===== src/gpu_pkg.sv =====
`default_nettype none

package gpu_pkg;

    localparam int num_cores  = 4;
    localparam int prog_depth = 16;
    localparam int data_depth = 64;

    typedef logic [15:0] word_t;
    typedef logic [5:0]  addr_t;
    typedef logic [3:0]  pc_t;
    typedef logic [1:0]  reg_idx_t;
    typedef logic [1:0]  core_id_t;

    typedef enum logic [3:0] {
        op_nop  = 4'h0,
        op_ldi  = 4'h1,
        op_add  = 4'h2,
        op_addi = 4'h3,
        op_ld   = 4'h4,
        op_st   = 4'h5,
        op_halt = 4'h6
    } opcode_e;

    // for ld and st the address is rs plus imm, and st stores rd.
    typedef struct packed {
        opcode_e    opcode;
        reg_idx_t   rd;
        reg_idx_t   rs;
        logic [7:0] imm;
    } insn_t;

    typedef struct packed {
        logic  en;
        logic  we;
        addr_t addr;
        word_t data;
    } mem_req_t;

    typedef enum logic [2:0] {
        idle,
        load,
        init,
        run,
        finish
    } sched_state_e;

    typedef enum logic [1:0] {
        halted,
        fetch,
        exec,
        mem_wait
    } core_state_e;

endpackage

`default_nettype wire


===== src/compute_core.sv =====
`default_nettype none

module compute_core import gpu_pkg::*; (
    input  wire         clk,
    input  wire         rst_n,

    input  wire         insn_load,
    input  wire pc_t    insn_load_counter,
    input  wire insn_t  insn_bus,

    input  wire         init_r0_flag,
    input  wire word_t  init_r0_data,

    input  wire         core_start,
    output logic        core_ready,

    output mem_req_t    mem_req,
    input  wire         mem_ready,
    input  wire word_t  mem_rd_data
);

    core_state_e state;
    pc_t         pc;
    insn_t       ir;
    insn_t       imem [prog_depth];
    word_t       rf [4];

    logic        last_pc;
    logic        rf_we;
    word_t       rf_wdata;
    word_t       mem_sum;

    assign last_pc    = (pc == pc_t'(prog_depth - 1));
    assign mem_sum    = rf[ir.rs] + word_t'(ir.imm);
    assign core_ready = (state == halted);

    // the program arrives as a broadcast, one word per cycle.
    always_ff @(posedge clk) begin
        if (insn_load) begin
            imem[insn_load_counter] <= insn_bus;
        end
    end

    // register write data for the instruction that completes this cycle.
    always_comb begin
        rf_we    = 1'b0;
        rf_wdata = rf[ir.rd];
        if (state == exec) begin
            case (ir.opcode)
                op_ldi: begin
                    rf_we    = 1'b1;
                    rf_wdata = word_t'(ir.imm);
                end
                op_add: begin
                    rf_we    = 1'b1;
                    rf_wdata = rf[ir.rd] + rf[ir.rs];
                end
                op_addi: begin
                    rf_we    = 1'b1;
                    rf_wdata = rf[ir.rd] + word_t'(ir.imm);
                end
                default: begin
                    rf_we = 1'b0;
                end
            endcase
        end else if (state == mem_wait && mem_ready && ir.opcode == op_ld) begin
            rf_we    = 1'b1;
            rf_wdata = mem_rd_data;
        end
    end

    always_ff @(posedge clk) begin
        if (init_r0_flag) begin
            rf[0] <= init_r0_data;
        end else if (rf_we) begin
            rf[ir.rd] <= rf_wdata;
        end
    end

    always_ff @(posedge clk) begin
        if (state == fetch) begin
            ir <= imem[pc];
        end
    end

    always_ff @(posedge clk) begin
        if (!rst_n) begin
            state   <= halted;
            pc      <= '0;
            mem_req <= '0;
        end else begin
            case (state)
                halted: begin
                    if (core_start) begin
                        pc    <= '0;
                        state <= fetch;
                    end
                end
                fetch: begin
                    state <= exec;
                end
                exec: begin
                    case (ir.opcode)
                        op_ld, op_st: begin
                            mem_req.en   <= 1'b1;
                            mem_req.we   <= (ir.opcode == op_st);
                            mem_req.addr <= addr_t'(mem_sum);
                            mem_req.data <= rf[ir.rd];
                            state        <= mem_wait;
                        end
                        op_halt: begin
                            state <= halted;
                        end
                        default: begin
                            pc    <= pc + 1'b1;
                            state <= last_pc ? halted : fetch;
                        end
                    endcase
                end
                mem_wait: begin
                    // the request is held unchanged until the memory answers.
                    if (mem_ready) begin
                        mem_req.en <= 1'b0;
                        pc         <= pc + 1'b1;
                        state      <= last_pc ? halted : fetch;
                    end
                end
                default: begin
                    state <= halted;
                end
            endcase
        end
    end

endmodule

`default_nettype wire


===== src/gpu_top.sv =====
`default_nettype none

module gpu_top import gpu_pkg::*; (
    input  wire             clk,
    input  wire             rst_n,

    input  wire             prog_we,
    input  wire pc_t        prog_addr,
    input  wire insn_t      prog_data,
    input  wire             r0_we,
    input  wire core_id_t   r0_core,
    input  wire word_t      r0_data,
    input  wire             start,
    output logic            done,

    input  wire addr_t      rd_addr,
    output word_t           rd_data
);

    logic                   insn_load;
    pc_t                    insn_load_counter;
    insn_t                  insn_bus;
    logic [num_cores-1:0]   init_r0_flag;
    word_t                  init_r0_data [num_cores];
    logic                   core_start;
    logic [num_cores-1:0]   core_ready;

    mem_req_t               mem_req [num_cores];
    logic [num_cores-1:0]   mem_ready;
    word_t                  mem_rd_data [num_cores];

    task_scheduler u_sched (
        .clk               (clk),
        .rst_n             (rst_n),
        .prog_we           (prog_we),
        .prog_addr         (prog_addr),
        .prog_data         (prog_data),
        .r0_we             (r0_we),
        .r0_core           (r0_core),
        .r0_data           (r0_data),
        .start             (start),
        .core_ready        (core_ready),
        .done              (done),
        .core_start        (core_start),
        .insn_load         (insn_load),
        .insn_load_counter (insn_load_counter),
        .insn_bus          (insn_bus),
        .init_r0_flag      (init_r0_flag),
        .init_r0_data      (init_r0_data)
    );

    for (genvar i = 0; i < num_cores; i++) begin : core_array
        compute_core u_core (
            .clk               (clk),
            .rst_n             (rst_n),
            .insn_load         (insn_load),
            .insn_load_counter (insn_load_counter),
            .insn_bus          (insn_bus),
            .init_r0_flag      (init_r0_flag[i]),
            .init_r0_data      (init_r0_data[i]),
            .core_start        (core_start),
            .core_ready        (core_ready[i]),
            .mem_req           (mem_req[i]),
            .mem_ready         (mem_ready[i]),
            .mem_rd_data       (mem_rd_data[i])
        );
    end

    shared_mem u_mem (
        .clk         (clk),
        .rst_n       (rst_n),
        .mem_req     (mem_req),
        .mem_ready   (mem_ready),
        .mem_rd_data (mem_rd_data),
        .rd_addr     (rd_addr),
        .rd_data     (rd_data)
    );

endmodule

`default_nettype wire


===== src/shared_mem.sv =====
`default_nettype none

module shared_mem import gpu_pkg::*; (
    input  wire                     clk,
    input  wire                     rst_n,

    input  wire mem_req_t           mem_req [num_cores],
    output logic [num_cores-1:0]    mem_ready,
    output word_t                   mem_rd_data [num_cores],

    input  wire addr_t              rd_addr,
    output word_t                   rd_data
);

    word_t    ram [data_depth];
    core_id_t ptr;
    logic     gnt_any;
    core_id_t gnt_id;
    mem_req_t gnt_req;

    // round-robin search starting at the pointer.
    // a core whose ready pulse is out now still shows en, so it is skipped.
    always_comb begin
        core_id_t idx;
        gnt_any = 1'b0;
        gnt_id  = ptr;
        for (int i = 0; i < num_cores; i++) begin
            idx = ptr + core_id_t'(i);
            if (!gnt_any && mem_req[idx].en && !mem_ready[idx]) begin
                gnt_any = 1'b1;
                gnt_id  = idx;
            end
        end
    end

    assign gnt_req = mem_req[gnt_id];

    always_ff @(posedge clk) begin
        if (!rst_n) begin
            ptr       <= '0;
            mem_ready <= '0;
        end else begin
            mem_ready <= '0;
            if (gnt_any) begin
                mem_ready[gnt_id] <= 1'b1;
                ptr               <= gnt_id + 1'b1;
            end
        end
    end

    // the access happens on the grant edge, so data and ready appear together.
    always_ff @(posedge clk) begin
        if (gnt_any) begin
            if (gnt_req.we) begin
                ram[gnt_req.addr] <= gnt_req.data;
            end
            mem_rd_data[gnt_id] <= ram[gnt_req.addr];
        end
    end

    always_ff @(posedge clk) begin
        rd_data <= ram[rd_addr];
    end

endmodule

`default_nettype wire


===== src/task_scheduler.sv =====
`default_nettype none

module task_scheduler import gpu_pkg::*; (
    input  wire                         clk,
    input  wire                         rst_n,

    input  wire                         prog_we,
    input  wire pc_t                    prog_addr,
    input  wire insn_t                  prog_data,
    input  wire                         r0_we,
    input  wire core_id_t               r0_core,
    input  wire word_t                  r0_data,
    input  wire                         start,
    input  wire [num_cores-1:0]         core_ready,

    output logic                        done,
    output logic                        core_start,
    output logic                        insn_load,
    output pc_t                         insn_load_counter,
    output insn_t                       insn_bus,
    output logic [num_cores-1:0]        init_r0_flag,
    output word_t                       init_r0_data [num_cores]
);

    sched_state_e state;
    pc_t          load_cnt;
    insn_t        prog_mem [prog_depth];

    // host side program store and R0 table.
    always_ff @(posedge clk) begin
        if (prog_we) begin
            prog_mem[prog_addr] <= prog_data;
        end
        if (r0_we) begin
            init_r0_data[r0_core] <= r0_data;
        end
    end

    always_ff @(posedge clk) begin
        if (!rst_n) begin
            state      <= idle;
            load_cnt   <= '0;
            core_start <= 1'b0;
        end else begin
            core_start <= 1'b0;
            case (state)
                idle: begin
                    if (start) begin
                        load_cnt <= '0;
                        state    <= load;
                    end
                end
                load: begin
                    load_cnt <= load_cnt + 1'b1;
                    if (load_cnt == pc_t'(prog_depth - 1)) begin
                        state <= init;
                    end
                end
                init: begin
                    // the start pulse lands in the first run cycle.
                    core_start <= 1'b1;
                    state      <= run;
                end
                run: begin
                    // ready is still high from the idle cores while the start pulse is out.
                    if (!core_start && (&core_ready)) begin
                        state <= finish;
                    end
                end
                finish: begin
                    state <= idle;
                end
                default: begin
                    state <= idle;
                end
            endcase
        end
    end

    assign insn_load         = (state == load);
    assign insn_load_counter = load_cnt;
    assign insn_bus          = prog_mem[load_cnt];
    assign init_r0_flag      = {num_cores{state == init}};
    assign done              = (state == finish);

endmodule

`default_nettype wire

===== config.mk =====
export PLATFORM = sky130hd
export DESIGN_NAME = gpu_top
export DESIGN_NICKNAME = d
export VERILOG_FILES = /design/src/gpu_pkg.sv /design/src/compute_core.sv /design/src/gpu_top.sv /design/src/shared_mem.sv /design/src/task_scheduler.sv
export SDC_FILE = /design/constraint.sdc
export NUM_CORES = 2
export LEC_CHECK = 0
export BUFFER_PORTS_ARGS = -buffer_cell sky130_fd_sc_hd__buf_4
export CORE_UTILIZATION = 40
export CTS_CLUSTER_DIAMETER = 80
export DETAILED_ROUTE_END_ITERATION = 8
export PLACE_DENSITY = 0.56
export SLEW_MARGIN = 10
export SYNTH_ARGS = -nofsm -noshare
export SYNTH_HDL_FRONTEND = slang
export SYNTH_SLANG_ARGS = --single-unit

===== constraint.sdc =====
create_clock -name clk -period 12.75 [get_ports clk]
set_input_delay 1.275 -clock clk [delete_from_list [all_inputs] [get_ports clk]]
set_output_delay 1.275 -clock clk [all_outputs]
set_load 0.02 [all_outputs]

==> impl_metrics.toml <==
[placed_design]
dp_hpwl_mm = 213
port_buffers = 65
finalWeightedCongestion = 0.926
placed_area_sq_mm = 0.105

[synthesis]
synth_nets = 6080
synth-seq-cells = 2138
synth-edff-count = 1984
synth_xor_area_share_pct = 0.699
synth_cells = 5931
synthMuxAreaShare_pct = 19.8
synth_warnings = 0
synth_seq_area_share_pct = 62.5
synth_largest_area_cell = "edfxtp_1"
syn_area_per_cell_sq_um = 16.9
syn_area_sq_mm = 0.100
synth_top_family_by_area = "multiplexers"
synthSimpleGateAreaFrac_pct = 5.03
synth_top_area_share_pct = 59.4
async_reset_ff_share_pct = 0
synth_fa_ha_area_share_pct = 1.31
synth.area.top_cells = "edfxtp_1, mux4_2, dfxtp_1"
synth.distinct_cells = 97
synth_compound_area_share_pct = 8.65
synth_ff_type = "edfxtp_1"

[timing]
setup_viol = 0
worst_pin_slew_ps = 1390
fin_skew_ps = 42.1
fin_crit_ps = 6780
hold-worst-slack_ps = 474
tns_ps = 0
max_freq_ghz = 0.148
finalHoldViolCount = 0
slew_headroom_pct = 6.19
slew_violations = 0
post-route-period-util_pct = 53.2
rsz0062_at_grt = "no"

[floorplanning]
rows = 183
core_area_sq_mm = 0.249
ios = 66
die_area_sq_mm = 0.253
start_util_pct = 40.3
die_w_microns = 503
die_h_microns = 503

[clock_tree]
clock_path_buffers = 3
ctsHoldBuffers = 0
cts_max_level = 4
cts_root_buf = "clkbuf_16"
insertion_delay_ps = 900
cts_setup_buffers = 0
numCtsBuffers = 224
cts-resized-gates = 0
clock-sinks = 2138
cts_tree = "built"
cts.clk_slew.worst_paths_ps = 60

[critical_path]
cp_data_arrival_time_ps = 7270
path_cells = "or2b_2 > o21ai_2 > o31ai_4 > buf_4 > inv_2 > o221a_2 > buf_4 > nor2_4 > nor3_4 > buf_4 > buf_12 > a22oi_1 > a41oi_1 > nor4_1 > nand4_1"
cp_slowest_stage_delay_ps = 1270
path_max_fanout = 79
cp.required_ps = 13240
critPathLaunchType = "flop"
path_class = "reg -> reg"
endpoint_kind = "flop"
cp_slowest_cell = "nor4_1"
crit_top_cell = "buf_4"

[finish]
synthToLayoutAreaGrowth_pct = 12.8
mostFrequentLayoutCells = "edfxtp_1, mux4_2, nand2_1, a22oi_1, buf_4"
stdcell_area_sq_mm = 0.113
final_common_cell = "edfxtp_1"
num-nets-final = 6110
drive_gt1_share_pct = 28.3

[route]
drt-total-wl_mm = 335
avgRoutedWirePerCell_microns = 35.3
via_count = 62500
drc = 0
ant_nets = 0
drtPass1Iterations = 9
first_iter_violations = 9103
routed_via_density = 6.59

[status]
status = "finished, final reports clean"

[power]
ir_drop_v = 0.000154
powerDensity_mw_per_mm2 = 133
power.total_mw = 15.0
p_leak_nw = 34.8

[run]
drv_cap = 0

[global_route]
grt_util_all_layers_pct = 26.4
grt_pass1_vias = 60300
grt_pass1_wl_mm = 470
grt_overflow_total = 0
antenna_found_initial = 42
grt_max_degree = 107

[hold_path]
hold_path.class = "reg -> reg"
per-stage QoR:
stage,utilization (%),cells,setup slack (ps)
final,45.4,9496,5970
after detailed placement,42.3,9065,6120
after CTS,45.4,9485,6100
after floorplan,-,5931,8250
after global placement,42.3,9065,6170
after global routing,45.4,9488,5970
flip-flops by register name (all words and copies together), names as in the netlist, named ones only:
| name | cells |
|---|---|
| core_array.u_core.imem | 256 |
| core_array.u_core.rf | 256 |
| core_array.u_core.mem_req | 96 |
| u_mem.ram | 1024 |
| u_mem.mem_ready | 4 |
| u_sched.init_r0_data | 64 |
| u_sched.state | 3 |
| u_sched.insn_load_counter | 4 |
| u_mem.rd_data | 16 |
| u_mem.ptr | 2 |
| u_sched.prog_mem | 256 |
| core_array.u_core.state | 8 |
| u_mem.mem_rd_data | 64 |
| core_array.u_core.pc | 16 |
| u_sched.core_start | 1 |
| core_array.u_core.ir | 64 |
Yosys cell counts (9+ instances only):
library cell and instances:
edfxtp_1 1984, mux4_2 864, nand2_1 420, a22oi_1 318
clkbuf_1 301, nor2_1 190, dfxtp_1 154, a21oi_1 101
a31oi_1 99, o21ai_0 96, ha_1 92, a221oi_1 87
buf_1 84, a21boi_0 83, nand3_1 81, and3_1 79
o22ai_1 73, buf_2 65, nor2b_1 57, xnor2_1 53
and2_1 39, inv_1 39, a21o_1 35, a22o_1 34
nand4_1 32, nor3_1 32, a31o_2 30, a41oi_1 29
and4_1 29, mux2_2 29, xor2_1 27, o31ai_1 23
a2111oi_0 22, a221o_1 22, a311oi_1 17, nor4_1 16
a32o_1 15, or3_1 13, nand2b_1 11, nor3b_1 11
o21bai_1 11, or2_2 10, o21a_1 9
path summary, 6_finish.rpt:
check | from | endpoint | slack, ps | depth (start not counted)
setup / recovery | u_mem.mem_ready[1] | u_mem.mem_rd_data[32] | 5970 | 15
hold reg to reg | core_array[1].u_core.mem_req[6] | core_array[1].u_core.mem_req[6] | 470 | 2
setup reg to reg | u_mem.mem_ready[1] | u_mem.mem_rd_data[32] | 5970 | 15
hold / removal | core_array[1].u_core.mem_req[6] | core_array[1].u_core.mem_req[6] | 470 | 2
layout make-up:
type / instances / area [sq um]
fill: 21200 / 136000
sequential: 2138 / 62700
multi-input combinational: 3296 / 36300
clock buffer: 260 / 5800
tap: 3330 / 4170
timing repair buffer: 260 / 2070
clock inverter: 160 / 1840
inverter: 41 / 154
antenna: 11 / 27.5
metal layers:
| metal | GRT usage [%] | vias up | part of all wire (%) |
|---|---|---|---|
| li1 | - | 25100 | - |
| met1 | 36.7 | 32800 | 39 |
| met2 | 40.5 | 4003 | 46 |
| met3 | 6.63 | 650 | 11 |
| met4 | 8.89 | 16 | 3.7 |
| met5 | 0 | - | 0.033 |
power breakdown:
group          switching (mW)  internal [mW]
clock                    2.90           3.93
sequential             0.0168           7.64
combinational           0.293          0.210
critical path, delay by kind of cell (launching register included):
family	cells	cell delay (ps)
buffers and inverters	5	1730
flip-flops	1	380
AO/OA/AOI/OAI	5	1420
AND/OR/NAND/NOR	5	2590
logic make-up after synthesis:
kind of cell | count (synthesis)
adders and majority gates | 100
xor gates and xnor gates | 80
and+or+nand+nor | 1045
buffers and inverters | 497
muxes | 900
AOI/OAI and AO/OA | 1171
DFF | 2138
(Power assumes the default switching activity.)
